$ cat src/hw/stage3_fc1_bias.mem
// bias per neuron, 16-bit signed hex, neuron 0 to 2
0064
FF38
01F4

$ cat src/hw/stage3_fc1_pkg.sv
package stage3_fc1_pkg;

    //////////////////////////////////////////////////
    // sizes of the fc1 layer
    //////////////////////////////////////////////////

    // features per frame
    localparam int FC1_CI = 16;
    // output neurons
    localparam int FC1_CO = 3;

    // signed input feature
    localparam int IN_BW = 8;
    // signed weight
    localparam int W_BW = 8;
    // one feature x weight product
    localparam int PROD_BW = IN_BW + W_BW;
    // 16 products of 8x8 bits fit in 20 bits signed
    localparam int ACC_BW = 20;
    // signed bias from the memory file
    localparam int BIAS_BW = 16;
    // one bit over max(ACC_BW, BIAS_BW), no overflow on the add
    localparam int OUT_BW = 21;
    // feature index 0..15
    localparam int CNT_BW = 4;

    // bias values, one hex word per neuron
    localparam string BIAS_FILE = "/design/src/hw/stage3_fc1_bias.mem";

    //////////////////////////////////////////////////
    // weight table, row = feature, column = neuron
    //////////////////////////////////////////////////

    localparam logic signed [W_BW-1:0] FC1_WEIGHTS [0:FC1_CI-1][0:FC1_CO-1] = '{
        '{  8'sd12,  -8'sd7,   8'sd33 },
        '{ -8'sd25,   8'sd4,   8'sd18 },
        '{  8'sd127, -8'sd3,  -8'sd40 },
        '{  8'sd9,   8'sd56,   8'sd2  },
        '{ -8'sd128, 8'sd21,  -8'sd11 },
        '{  8'sd0,  -8'sd64,   8'sd27 },
        '{  8'sd45,  8'sd13,  -8'sd8  },
        '{ -8'sd6,   8'sd90,   8'sd15 },
        '{  8'sd31, -8'sd19,  -8'sd77 },
        '{ -8'sd2,   8'sd5,    8'sd100},
        '{  8'sd17, -8'sd128,  8'sd1  },
        '{ -8'sd50,  8'sd36,  -8'sd23 },
        '{  8'sd3,   8'sd0,    8'sd127},
        '{  8'sd70, -8'sd44,   8'sd6  },
        '{ -8'sd14,  8'sd127, -8'sd90 },
        '{  8'sd22,  8'sd10,  -8'sd128}
    };

    //////////////////////////////////////////////////
    // bundled channel types
    //////////////////////////////////////////////////

    // frame sums from the accumulator
    typedef struct packed {
        logic signed [ACC_BW-1:0] ch0;
        logic signed [ACC_BW-1:0] ch1;
        logic signed [ACC_BW-1:0] ch2;
    } acc_vec_t;

    // biased results out of the core
    typedef struct packed {
        logic signed [OUT_BW-1:0] ch0;
        logic signed [OUT_BW-1:0] ch1;
        logic signed [OUT_BW-1:0] ch2;
    } result_vec_t;

endpackage

$ cat src/hw/stage3_fc1_mac.sv
`timescale 1ns/100ps

module stage3_fc1_mac
    import stage3_fc1_pkg::*;
(
    input  logic                    clk,
    input  logic                    reset_n,

    // one feature per strobe
    input  logic                    i_in_valid,
    input  logic signed [IN_BW-1:0] i_in_feature,

    // frame sums, held after the pulse
    output logic                    o_acc_valid,
    output acc_vec_t                o_acc_sum
);

    // feature index inside the frame
    logic [CNT_BW-1:0]        r_cnt;
    // running sums of the current frame
    acc_vec_t                 r_run;

    // weight row of the current feature
    logic signed [W_BW-1:0]    w_wt0;
    logic signed [W_BW-1:0]    w_wt1;
    logic signed [W_BW-1:0]    w_wt2;

    // products
    logic signed [PROD_BW-1:0] w_prod0;
    logic signed [PROD_BW-1:0] w_prod1;
    logic signed [PROD_BW-1:0] w_prod2;

    // running sums including this feature
    acc_vec_t                 w_next;

    // last feature of the frame
    logic                     w_last;

    //////////////////////////////////////////////////
    // multiply stage
    //////////////////////////////////////////////////

    // row select by feature index
    assign w_wt0 = FC1_WEIGHTS[r_cnt][0];
    assign w_wt1 = FC1_WEIGHTS[r_cnt][1];
    assign w_wt2 = FC1_WEIGHTS[r_cnt][2];

    // signed x signed, full width
    assign w_prod0 = i_in_feature * w_wt0;
    assign w_prod1 = i_in_feature * w_wt1;
    assign w_prod2 = i_in_feature * w_wt2;

    // products sign extended to the sum width
    always_comb begin
        w_next.ch0 = r_run.ch0 + ACC_BW'(w_prod0);
        w_next.ch1 = r_run.ch1 + ACC_BW'(w_prod1);
        w_next.ch2 = r_run.ch2 + ACC_BW'(w_prod2);
    end

    assign w_last = (r_cnt == CNT_BW'(FC1_CI - 1));

    //////////////////////////////////////////////////
    // index and running sums
    //////////////////////////////////////////////////

    always_ff @(posedge clk or negedge reset_n) begin
        if (!reset_n) begin
            r_cnt <= '0;
            r_run <= '0;
        end else if (i_in_valid) begin
            if (w_last) begin
                // frame done, restart from zero
                r_cnt <= '0;
                r_run <= '0;
            end else begin
                r_cnt <= r_cnt + 1'b1;
                r_run <= w_next;
            end
        end
    end

    //////////////////////////////////////////////////
    // output register and pulse
    //////////////////////////////////////////////////

    // held output lets the next frame start right away
    always_ff @(posedge clk or negedge reset_n) begin
        if (!reset_n) begin
            o_acc_sum <= '0;
        end else if (i_in_valid && w_last) begin
            o_acc_sum <= w_next;
        end
    end

    // one cycle after the 16th strobe
    always_ff @(posedge clk or negedge reset_n) begin
        if (!reset_n) begin
            o_acc_valid <= 1'b0;
        end else begin
            o_acc_valid <= i_in_valid && w_last;
        end
    end

endmodule

$ cat src/hw/stage3_cnn_core.sv
`timescale 1ns/100ps

module stage3_cnn_core
    import stage3_fc1_pkg::*;
(
    input  logic        clk,
    input  logic        reset_n,

    // sum pulse from the accumulator
    input  logic        i_in_valid,
    input  acc_vec_t    i_acc_sum,

    // biased results
    output logic        o_ot_valid,
    output result_vec_t o_ot_result
);

    // per-neuron bias
    logic signed [BIAS_BW-1:0] bias_mem [0:FC1_CO-1];

    // sum plus bias, before the register
    result_vec_t w_result;

    // valid delay, one stage
    logic        r_valid;

    // bias loaded once
    initial begin
        $readmemh(BIAS_FILE, bias_mem);
    end

    //////////////////////////////////////////////////
    // bias add
    //////////////////////////////////////////////////

    // both sides sign extended to OUT_BW
    always_comb begin
        w_result.ch0 = OUT_BW'(i_acc_sum.ch0) + OUT_BW'(bias_mem[0]);
        w_result.ch1 = OUT_BW'(i_acc_sum.ch1) + OUT_BW'(bias_mem[1]);
        w_result.ch2 = OUT_BW'(i_acc_sum.ch2) + OUT_BW'(bias_mem[2]);
    end

    //////////////////////////////////////////////////
    // result register
    //////////////////////////////////////////////////

    // captured on the sum pulse, held until the next
    always_ff @(posedge clk or negedge reset_n) begin
        if (!reset_n) begin
            o_ot_result <= '0;
        end else if (i_in_valid) begin
            o_ot_result <= w_result;
        end
    end

    always_ff @(posedge clk or negedge reset_n) begin
        if (!reset_n) begin
            r_valid <= 1'b0;
        end else begin
            r_valid <= i_in_valid;
        end
    end

    assign o_ot_valid = r_valid;

endmodule

$ cat src/hw/stage3_fc1_top.sv
`timescale 1ns/100ps

module stage3_fc1_top
    import stage3_fc1_pkg::*;
(
    input  logic                    clk,
    input  logic                    reset_n,

    // pooled feature stream
    input  logic                    i_in_valid,
    input  logic signed [IN_BW-1:0] i_in_feature,

    // one result pulse per frame
    output logic                    o_ot_valid,
    output result_vec_t             o_ot_result
);

    // accumulator to core
    logic     w_acc_valid;
    acc_vec_t w_acc_sum;

    //////////////////////////////////////////////////
    // multiply-accumulate over 16 features
    //////////////////////////////////////////////////

    stage3_fc1_mac stage3_fc1_mac_inst (
        .clk          (clk),
        .reset_n      (reset_n),
        .i_in_valid   (i_in_valid),
        .i_in_feature (i_in_feature),
        .o_acc_valid  (w_acc_valid),
        .o_acc_sum    (w_acc_sum)
    );

    //////////////////////////////////////////////////
    // bias add and output register
    //////////////////////////////////////////////////

    stage3_cnn_core stage3_cnn_core_inst (
        .clk         (clk),
        .reset_n     (reset_n),
        .i_in_valid  (w_acc_valid),
        .i_acc_sum   (w_acc_sum),
        .o_ot_valid  (o_ot_valid),
        .o_ot_result (o_ot_result)
    );

endmodule

$ cat config.mk
export PLATFORM = sky130hd
export DESIGN_NAME = stage3_fc1_top
export DESIGN_NICKNAME = d
export VERILOG_FILES = /design/src/hw/stage3_fc1_pkg.sv /design/src/hw/stage3_fc1_mac.sv /design/src/hw/stage3_cnn_core.sv /design/src/hw/stage3_fc1_top.sv
export SDC_FILE = /design/constraint.sdc
export NUM_CORES = 1
export LEC_CHECK = 0
export BUFFER_PORTS_ARGS = -buffer_cell sky130_fd_sc_hd__buf_2
export CAP_MARGIN = 10
export CORE_MARGIN = 5
export CORE_UTILIZATION = 25
export CTS_BUF_LIST = sky130_fd_sc_hd__clkbuf_4 sky130_fd_sc_hd__clkbuf_8
export DETAILED_ROUTE_END_ITERATION = 10
export MAX_ROUTING_LAYER = met4
export SYNTH_ARGS = -nofsm -noshare
export SYNTH_HDL_FRONTEND = slang
export SYNTH_SLANG_ARGS = --single-unit
$ cat constraint.sdc
create_clock -name clk -period 12.6 [get_ports clk]
set_input_delay 2.52 -clock clk [delete_from_list [all_inputs] [get_ports clk]]
set_output_delay 2.52 -clock clk [all_outputs]
set_load 0.01 [all_outputs]
==> metrics.log, run 1 <==
[metrics] run status: completed
[metrics] Top FF cell, synth: sky130_fd_sc_hd__dfrtp_1
[metrics] setup repair after global routing missed its margin: false
[metrics] number of antenna violations at the first check in global routing: 3
[metrics] count of maximum capacitance violations: 0
[metrics] number of clock buffers inserted by TritonCTS: 17
[metrics] Synthesis Warnings: 0
[metrics] Post-synth EDFFs: 0
[metrics] Filler Cell Count: 7536
[metrics] post-synthesis async set-or-reset flop share: 100%
[metrics] startpoint type of the worst setup path: input port
[metrics] Vias: 12400
[metrics] nature of the critical path endpoint: register
[metrics] Max Fanout on Critical Path: 24
[metrics] critical path data required time: 13.06 ns
[metrics] Fin Setup TNS: 0 ns
[metrics] clk sinks: 186
[metrics] final net count: 2227
[metrics] cell family contributing the most delay on the critical path: adder cells
[metrics] worst setup skew after layout: 0.0162 ns
[metrics] post-cts resize count: 0
[metrics] Max transition margin: 24.8%
[metrics] critical path's most frequent cell: sky130_fd_sc_hd__fa_1
[metrics] Overall Global Routing Usage: 11.8%
[metrics] FF-to-FF Start: stage3_fc1_mac_inst.r_cnt[0]
[metrics] cell chain of the critical path: buf_2 > and2_1 > fa_1 > fa_1 > fa_1 > fa_1 > fa_1 > ha_1 > o21ai_0 > o21ai_0 > a32oi_1 > nor3_1 > or4_1 > nand3_1
[metrics] Seq/Total Area, Yosys: 25.6%
[metrics] Worst Max-Slew Pin Slew: 1.12 ns
[metrics] Worst path slowest cell: sky130_fd_sc_hd__and2_1
[metrics] GR Layer Usage met3: 2.77%
[metrics] logic depth of the worst register-to-register path: 21
[metrics] area of the mapped netlist: 18100 sq um
[metrics] largest area contributor in the netlist: sky130_fd_sc_hd__fa_1
[metrics] Worst Path Arrival: 8.15 ns
[metrics] Port-buffer cells: 74
[metrics] pin count of the biggest net entering global routing: 77
[metrics] startpoint-to-endpoint class of the critical path: in -> reg
[metrics] commonest cells after routing, fill and taps aside: sky130_fd_sc_hd__inv_1 (289), sky130_fd_sc_hd__fa_1 (264), sky130_fd_sc_hd__nand2_1 (197)
[metrics] Hold Path Origin: stage3_fc1_mac_inst.o_acc_sum[45]
[metrics] wire length after detailed routing: 42.7 mm
[metrics] detailed-route vias per instance: 4.46
[metrics] grt ovf: 0
[metrics] top-level port count: 75
[metrics] routing layer with the top usage in global route: met2
[metrics] count of buffer and inverter cells on the critical path: 1
[metrics] first-pass GRT wire length: 72.6 mm
[metrics] mean cell area of the mapped netlist: 10.2 sq um
[metrics] highest achievable clock rate: 130 MHz
[metrics] weighted congestion at the end of routability-driven global placement: 0.893
[metrics] Finish-stage setup viols: 0
[metrics] Min Clock Period, post-route: 7.69 ns
[metrics] Hold Buf Count CTS: 0
[metrics] met1 Usage GRT: 15.0%
[metrics] worst hold slack across all endpoints: 0.479 ns
[metrics] effective utilization at floorplan: 25.3%
[metrics] row count: 98
[metrics] die outline width: 279 microns
[metrics] Slew Viols, Final: 0
[metrics] area grow syn2layout: 9.65%
[metrics] r2r endpoint: stage3_fc1_mac_inst.o_acc_sum[59]
[metrics] antenna-violating nets left: 0
[metrics] clock insertion delay at the later pin of the skew report: 0.54 ns
[metrics] drt first-iter violations: 583
[metrics] remaining routing DRC violations: 0
[metrics] number of global-route vias before repair: 13600
[metrics] post-detail-place hpwl: 32.6 mm
[metrics] Vert. Die Dim: 279 microns
[metrics] leading cell type in the layout, fill and taps excluded: sky130_fd_sc_hd__inv_1
[metrics] proportion of netlist area held by the largest area contributor: 29.1%
[metrics] core footprint: 71700 sq um
[metrics] Hold Violations, Final: 0
[metrics] area of the die: 78100 sq um
[metrics] clock transition time at the flip-flop clock pins of the worst setup and hold paths: 0.10 ns
[metrics] total nets after synthesis: 2194
[metrics] Cells after Synth: 1773
[metrics] maximum clock path buffer count: 2
[metrics] postcts setup bufs: 0
[metrics] met2 track demand over resource in global routing: 19.1%
[metrics] post-detailed-route wirelength per cell: 15.4 microns
[metrics] clock tree from TritonCTS: yes
[metrics] Hold Path Class: reg -> reg
[metrics] buffer cell driving the clock tree root: sky130_fd_sc_hd__clkbuf_8
[metrics] hold path endpoint: stage3_fc1_mac_inst.o_acc_sum[45]
[metrics] fraction of layout cells with a size suffix above 1: 10.8%
[metrics] DRT Pass-1 Iters: 5
[metrics] delay contributed by the slowest stage of the critical path: 0.81 ns
[metrics] maximum level of the CTS H-tree: 4
[metrics] top post-synthesis cells by area: sky130_fd_sc_hd__fa_1 (29%), sky130_fd_sc_hd__dfrtp_1 (26%), sky130_fd_sc_hd__ha_1 (10%)
[metrics] crit share post-route: 61.0%
[metrics] depth of the worst hold-timing path: 2
[metrics] Netlist cell types: 60
[metrics] worst reg2reg setup slack: 4.99 ns
[metrics] FF+latch count, synth: 186
==> state kept, by name, summed over array words and instances (netlist names) <==
register / flops
stage3_fc1_mac_inst.r_run: 60
stage3_cnn_core_inst.o_ot_valid: 1
stage3_fc1_mac_inst.r_cnt: 4
stage3_fc1_mac_inst.o_acc_sum: 60
stage3_fc1_mac_inst.o_acc_valid: 1
stage3_cnn_core_inst.o_ot_result: 60
==> stage by stage <==
step | setup WS (ns) | utilization, % | instances | area, sq um
after floorplan | 4.94 | - | 1773 | 18100
after global placement | 4.47 | 27.2 | 2737 | 19500
after detailed placement | 4.36 | 27.2 | 2737 | 19500
after CTS | 4.95 | 27.7 | 2769 | 19900
after global routing | 4.53 | 27.7 | 2771 | 19900
final | 4.91 | 27.7 | 2771 | 19900
==> metal layers <==
| metal | vias to the layer above | wire, microns |
|---|---|---|
| met4 | 0 | 867 |
| li1 | 5732 | - |
| met1 | 6320 | 19000 |
| met3 | 45 | 2180 |
| met5 | - | 0 |
| met2 | 259 | 20600 |
==> kinds of logic after synthesis <==
family                   share of synthesized area, %
adder cells (fa/ha/maj)                          39.2
buffers and inverters                            7.56
XOR/XNOR                                         2.61
multiplexers                                     4.13
AO/OA/AOI/OAI                                    9.29
AND/OR/NAND/NOR                                  11.6
flip-flops                                       25.6
==> cells in the mapped netlist, types with 13 or more instances <==
cell type                   count
sky130_fd_sc_hd__ha_1         146
sky130_fd_sc_hd__o21ai_0       71
sky130_fd_sc_hd__clkbuf_1      51
sky130_fd_sc_hd__nand2_1      197
sky130_fd_sc_hd__a21oi_1       50
sky130_fd_sc_hd__nand3_1       18
sky130_fd_sc_hd__inv_1        289
sky130_fd_sc_hd__a21o_1        17
sky130_fd_sc_hd__nor3_1        15
sky130_fd_sc_hd__mux2_2        61
sky130_fd_sc_hd__xor2_1        19
sky130_fd_sc_hd__o2bb2ai_1     20
sky130_fd_sc_hd__o22ai_1       13
sky130_fd_sc_hd__xnor2_1       35
sky130_fd_sc_hd__nor2b_1       19
sky130_fd_sc_hd__o31ai_1       14
sky130_fd_sc_hd__fa_1         264
sky130_fd_sc_hd__and2_1        96
sky130_fd_sc_hd__nor2_1        52
sky130_fd_sc_hd__dfrtp_1      186
==> worst max path at each step <==
stage / from / to / slack, ns / cells past startpoint
floorplan: i_in_feature[7] / stage3_fc1_mac_inst.r_run[36] / 4.94 / 14
global placement: i_in_feature[7] / stage3_fc1_mac_inst.r_run[38] / 4.47 / 14
detailed placement: i_in_feature[7] / stage3_fc1_mac_inst.r_run[36] / 4.36 / 14
CTS: i_in_feature[7] / stage3_fc1_mac_inst.r_run[36] / 4.95 / 14
global route: stage3_fc1_mac_inst.r_cnt[2] / stage3_fc1_mac_inst.o_acc_sum[16] / 4.53 / 16
finish: i_in_feature[7] / stage3_fc1_mac_inst.o_acc_sum[59] / 4.91 / 14
==> tightest hold or removal path: cells and delay by family (launching register included) <==
kind             cells  cell delay, ns
and+or+nand+nor      2            0.10
DFF                  1            0.35
==> area by class of cell <==
type	count	area (sq um)	area share, %
multi-input cells	1227	12100	60.9
clock buffers	19	262	1.31
repair buffers	83	447	2.24
clock inverters	13	125	0.629
inverters	291	1090	5.49
diodes	2	5.00	0.0251
flip-flops and latches	186	4660	23.4
well taps	950	1190	5.97
Power of run 1 is not shown: default switching activity piles up to over one toggle a cycle in this logic, so the estimate is an artifact.
==> inputs of run 2 (changes only) <==
clock period = 7.8 ns   (was 12.6 ns; I/O delays follow)
==> run 2 against run 1 <==
Register-to-register slack got worse by 4.5 ns. Design area rose by 0.58%. Via count rose by 0.40%. Non-clock buffer count rose by 13. Wire length fell by 0.90%. Utilization rose by 0.16 points. Clock skew rose by 0.0019 ns. First-iteration DRC count fell by 5.3%. Count of clock-buffer cells in the layout did not move. Die area did not move. Critical endpoint is now stage3_fc1_mac_inst.r_run[38].
==> metrics.log, run 2 (synthesis results as in run 1) <==
[metrics] run status: completed
[metrics] Max transition margin: 32.9% (+8.1 points)
[metrics] pin count of the biggest net entering global routing: 107 (+39%)
[metrics] highest achievable clock rate: 138 MHz
[metrics] post-layout utilization of the core: 27.9% (+0.16 points)
[metrics] worst setup skew after layout: 0.0181 ns (+0.00186 ns)
[metrics] worst hold slack across all endpoints: 0.479 ns (-0.000244 ns)
[metrics] Hold Violations, Final: 0 (unchanged)
[metrics] DRT Pass-1 Iters: 6 (+1)
[metrics] cell chain of the critical path: clkinv_1 > ha_1 > nor2_1 > nor3b_1 > a31oi_1 > nor2b_1 > fa_1 > inv_1 > fa_1 > inv_1 > fa_1 > fa_1 > fa_1 > ha_1 > a21oi_4 > o21ai_1 > or4_4 > o311a_1 > o21a_1 > o32ai_1
[metrics] post-detail-place hpwl: 32.2 mm (-1.3%)
[metrics] Max Fanout on Critical Path: 13 (-46%)
[metrics] remaining routing DRC violations: 0 (unchanged)
[metrics] Vias: 12400 (+0.40%)
[metrics] cell family contributing the most delay on the critical path: adder cells
[metrics] post-detailed-route wirelength per cell: 15.2 microns (-1.4%)
[metrics] area of the die: 78100 sq um (unchanged)
[metrics] setup repair after global routing missed its margin: false
[metrics] wire length after detailed routing: 42.3 mm (-0.90%)
[metrics] die outline width: 279 microns (unchanged)
[metrics] commonest cells after routing, fill and taps aside: sky130_fd_sc_hd__inv_1 (288), sky130_fd_sc_hd__fa_1 (264), sky130_fd_sc_hd__nand2_1 (197)
[metrics] clock transition time at the flip-flop clock pins of the worst setup and hold paths: 0.10 ns (about the same)
[metrics] antenna-violating nets left: 0 (unchanged)
[metrics] Vert. Die Dim: 279 microns (unchanged)
[metrics] detailed-route vias per instance: 4.45 (-0.11%)
[metrics] startpoint-to-endpoint class of the critical path: reg -> reg
[metrics] post-cts resize count: 0 (unchanged)
[metrics] startpoint type of the worst setup path: register
[metrics] buffer cell driving the clock tree root: sky130_fd_sc_hd__clkbuf_8
[metrics] grt ovf: 0 (unchanged)
[metrics] fraction of layout cells with a size suffix above 1: 11.4% (+0.58 points)
[metrics] leading registers by flop count: stage3_cnn_core_inst.o_ot_result x60, stage3_fc1_mac_inst.o_acc_sum x60, stage3_fc1_mac_inst.r_run x60
[metrics] Worst Max-Slew Pin Slew: 0.997 ns (-0.120 ns)
[metrics] drt first-iter violations: 552 (-5.3%)
[metrics] first-pass GRT wire length: 71.8 mm (-1.2%)
[metrics] Min Clock Period, post-route: 7.27 ns
[metrics] critical path data required time: 8.24 ns (-4.82 ns)
[metrics] final net count: 2240 (+0.58%)
[metrics] nature of the critical path endpoint: register
[metrics] number of clock buffers inserted by TritonCTS: 17 (unchanged)
[metrics] row count: 98 (unchanged)
[metrics] Port-buffer cells: 74 (unchanged)
[metrics] Overall Global Routing Usage: 11.7% (-0.12 points)
[metrics] count of buffer and inverter cells on the critical path: 3 (+2)
[metrics] maximum level of the CTS H-tree: 4 (unchanged)
[metrics] Slew Viols, Final: 0 (unchanged)
[metrics] clk sinks: 186 (unchanged)
[metrics] Layout Cell Area excl Fill: 20000 sq um (+0.58%)
[metrics] postcts setup bufs: 0 (unchanged)
[metrics] delay contributed by the slowest stage of the critical path: 0.66 ns (-0.15 ns)
[metrics] Worst Path Arrival: 7.71 ns (-0.44 ns)
[metrics] effective utilization at floorplan: 25.3% (unchanged)
[metrics] Hold Path Class: reg -> reg
[metrics] number of antenna violations at the first check in global routing: 2 (-1)
[metrics] area grow syn2layout: 10.3%
[metrics] clock insertion delay at the later pin of the skew report: 0.54 ns (about the same)
[metrics] leading cell type in the layout, fill and taps excluded: sky130_fd_sc_hd__inv_1
[metrics] core footprint: 71700 sq um (unchanged)
[metrics] count of maximum capacitance violations: 0 (unchanged)
[metrics] clock tree from TritonCTS: yes
[metrics] critical path's most frequent cell: sky130_fd_sc_hd__fa_1
[metrics] top-level port count: 75 (unchanged)
[metrics] Fin Setup TNS: 0 ns (unchanged)
[metrics] number of global-route vias before repair: 13400 (-1.7%)
[metrics] DP Area: 19600 sq um (+0.56%)
[metrics] crit share post-route: 93.2%
[metrics] weighted congestion at the end of routability-driven global placement: 0.852 (-4.6%)
[metrics] Hold Buf Count CTS: 0 (unchanged)
[metrics] Finish-stage setup viols: 0 (unchanged)
[metrics] maximum clock path buffer count: 2 (unchanged)
[metrics] Worst path slowest cell: sky130_fd_sc_hd__a31oi_1
run 2: cell count changes in the layout (fill, tap and decap cells not counted), moves of 2 or more:
cell                         delta
sky130_fd_sc_hd__buf_4         +12
sky130_fd_sc_hd__clkinv_4       -2
sky130_fd_sc_hd__clkinvlp_4     +3
sky130_fd_sc_hd__diode_2        +2
sky130_fd_sc_hd__inv_6          -4
sky130_fd_sc_hd__inv_8          +2
run 2: path summary, 6_finish.rpt:
check | cells after the start | to | slack, ns | from
setup / recovery | 20 | stage3_fc1_mac_inst.r_run[38] | 0.53 | stage3_fc1_mac_inst.r_cnt[0]
hold / removal | 2 | stage3_fc1_mac_inst.o_acc_sum[0] | 0.48 | stage3_fc1_mac_inst.o_acc_sum[0]
setup reg to reg | 20 | stage3_fc1_mac_inst.r_run[38] | 0.53 | stage3_fc1_mac_inst.r_cnt[0]
hold reg to reg | 2 | stage3_fc1_mac_inst.o_acc_sum[0] | 0.48 | stage3_fc1_mac_inst.o_acc_sum[0]
max in group asynchronous | 2 | stage3_fc1_mac_inst.o_acc_sum[58] | 5.49 | reset_n
min in group asynchronous | 1 | stage3_fc1_mac_inst.r_run[13] | 1.04 | reset_n
run 2: layout make-up:
| type | instances | area, sq um |
|---|---|---|
| clock inverter | 12 | 131 |
| clock buffer | 19 | 255 |
| timing repair buffer | 96 | 557 |
| antenna | 4 | 10.0 |
| tap | 950 | 1190 |
| fill | 7488 | 51700 |
| multi-input combinational | 1227 | 12100 |
| inverter | 291 | 1090 |
| sequential | 186 | 4660 |
run 2: routing by layer:
layer	GRT usage, %	up-vias	wire length, microns
met1	15.5	6342	19000
met4	2.99	0	756
met3	2.48	43	2310
met2	18.5	259	20200
met5	-	-	0
li1	-	5761	-
run 2: stage by stage:
| step | std cells | setup WS (ns) |
|---|---|---|
| floorplan | 1773 | 1.10 |
| global placement | 2750 | 0.815 |
| detailed placement | 2750 | 0.560 |
| CTS | 2781 | 0.516 |
| global route | 2782 | 0.123 |
| finish | 2785 | 0.531 |
run 2: tightest hold or removal path: stages, from the launching register on:
cell and delay, ns:
sky130_fd_sc_hd__dfrtp_1 0.35, sky130_fd_sc_hd__nand2_1 0.05, sky130_fd_sc_hd__nand2_1 0.05
Power of run 2 is left out for the same reason.
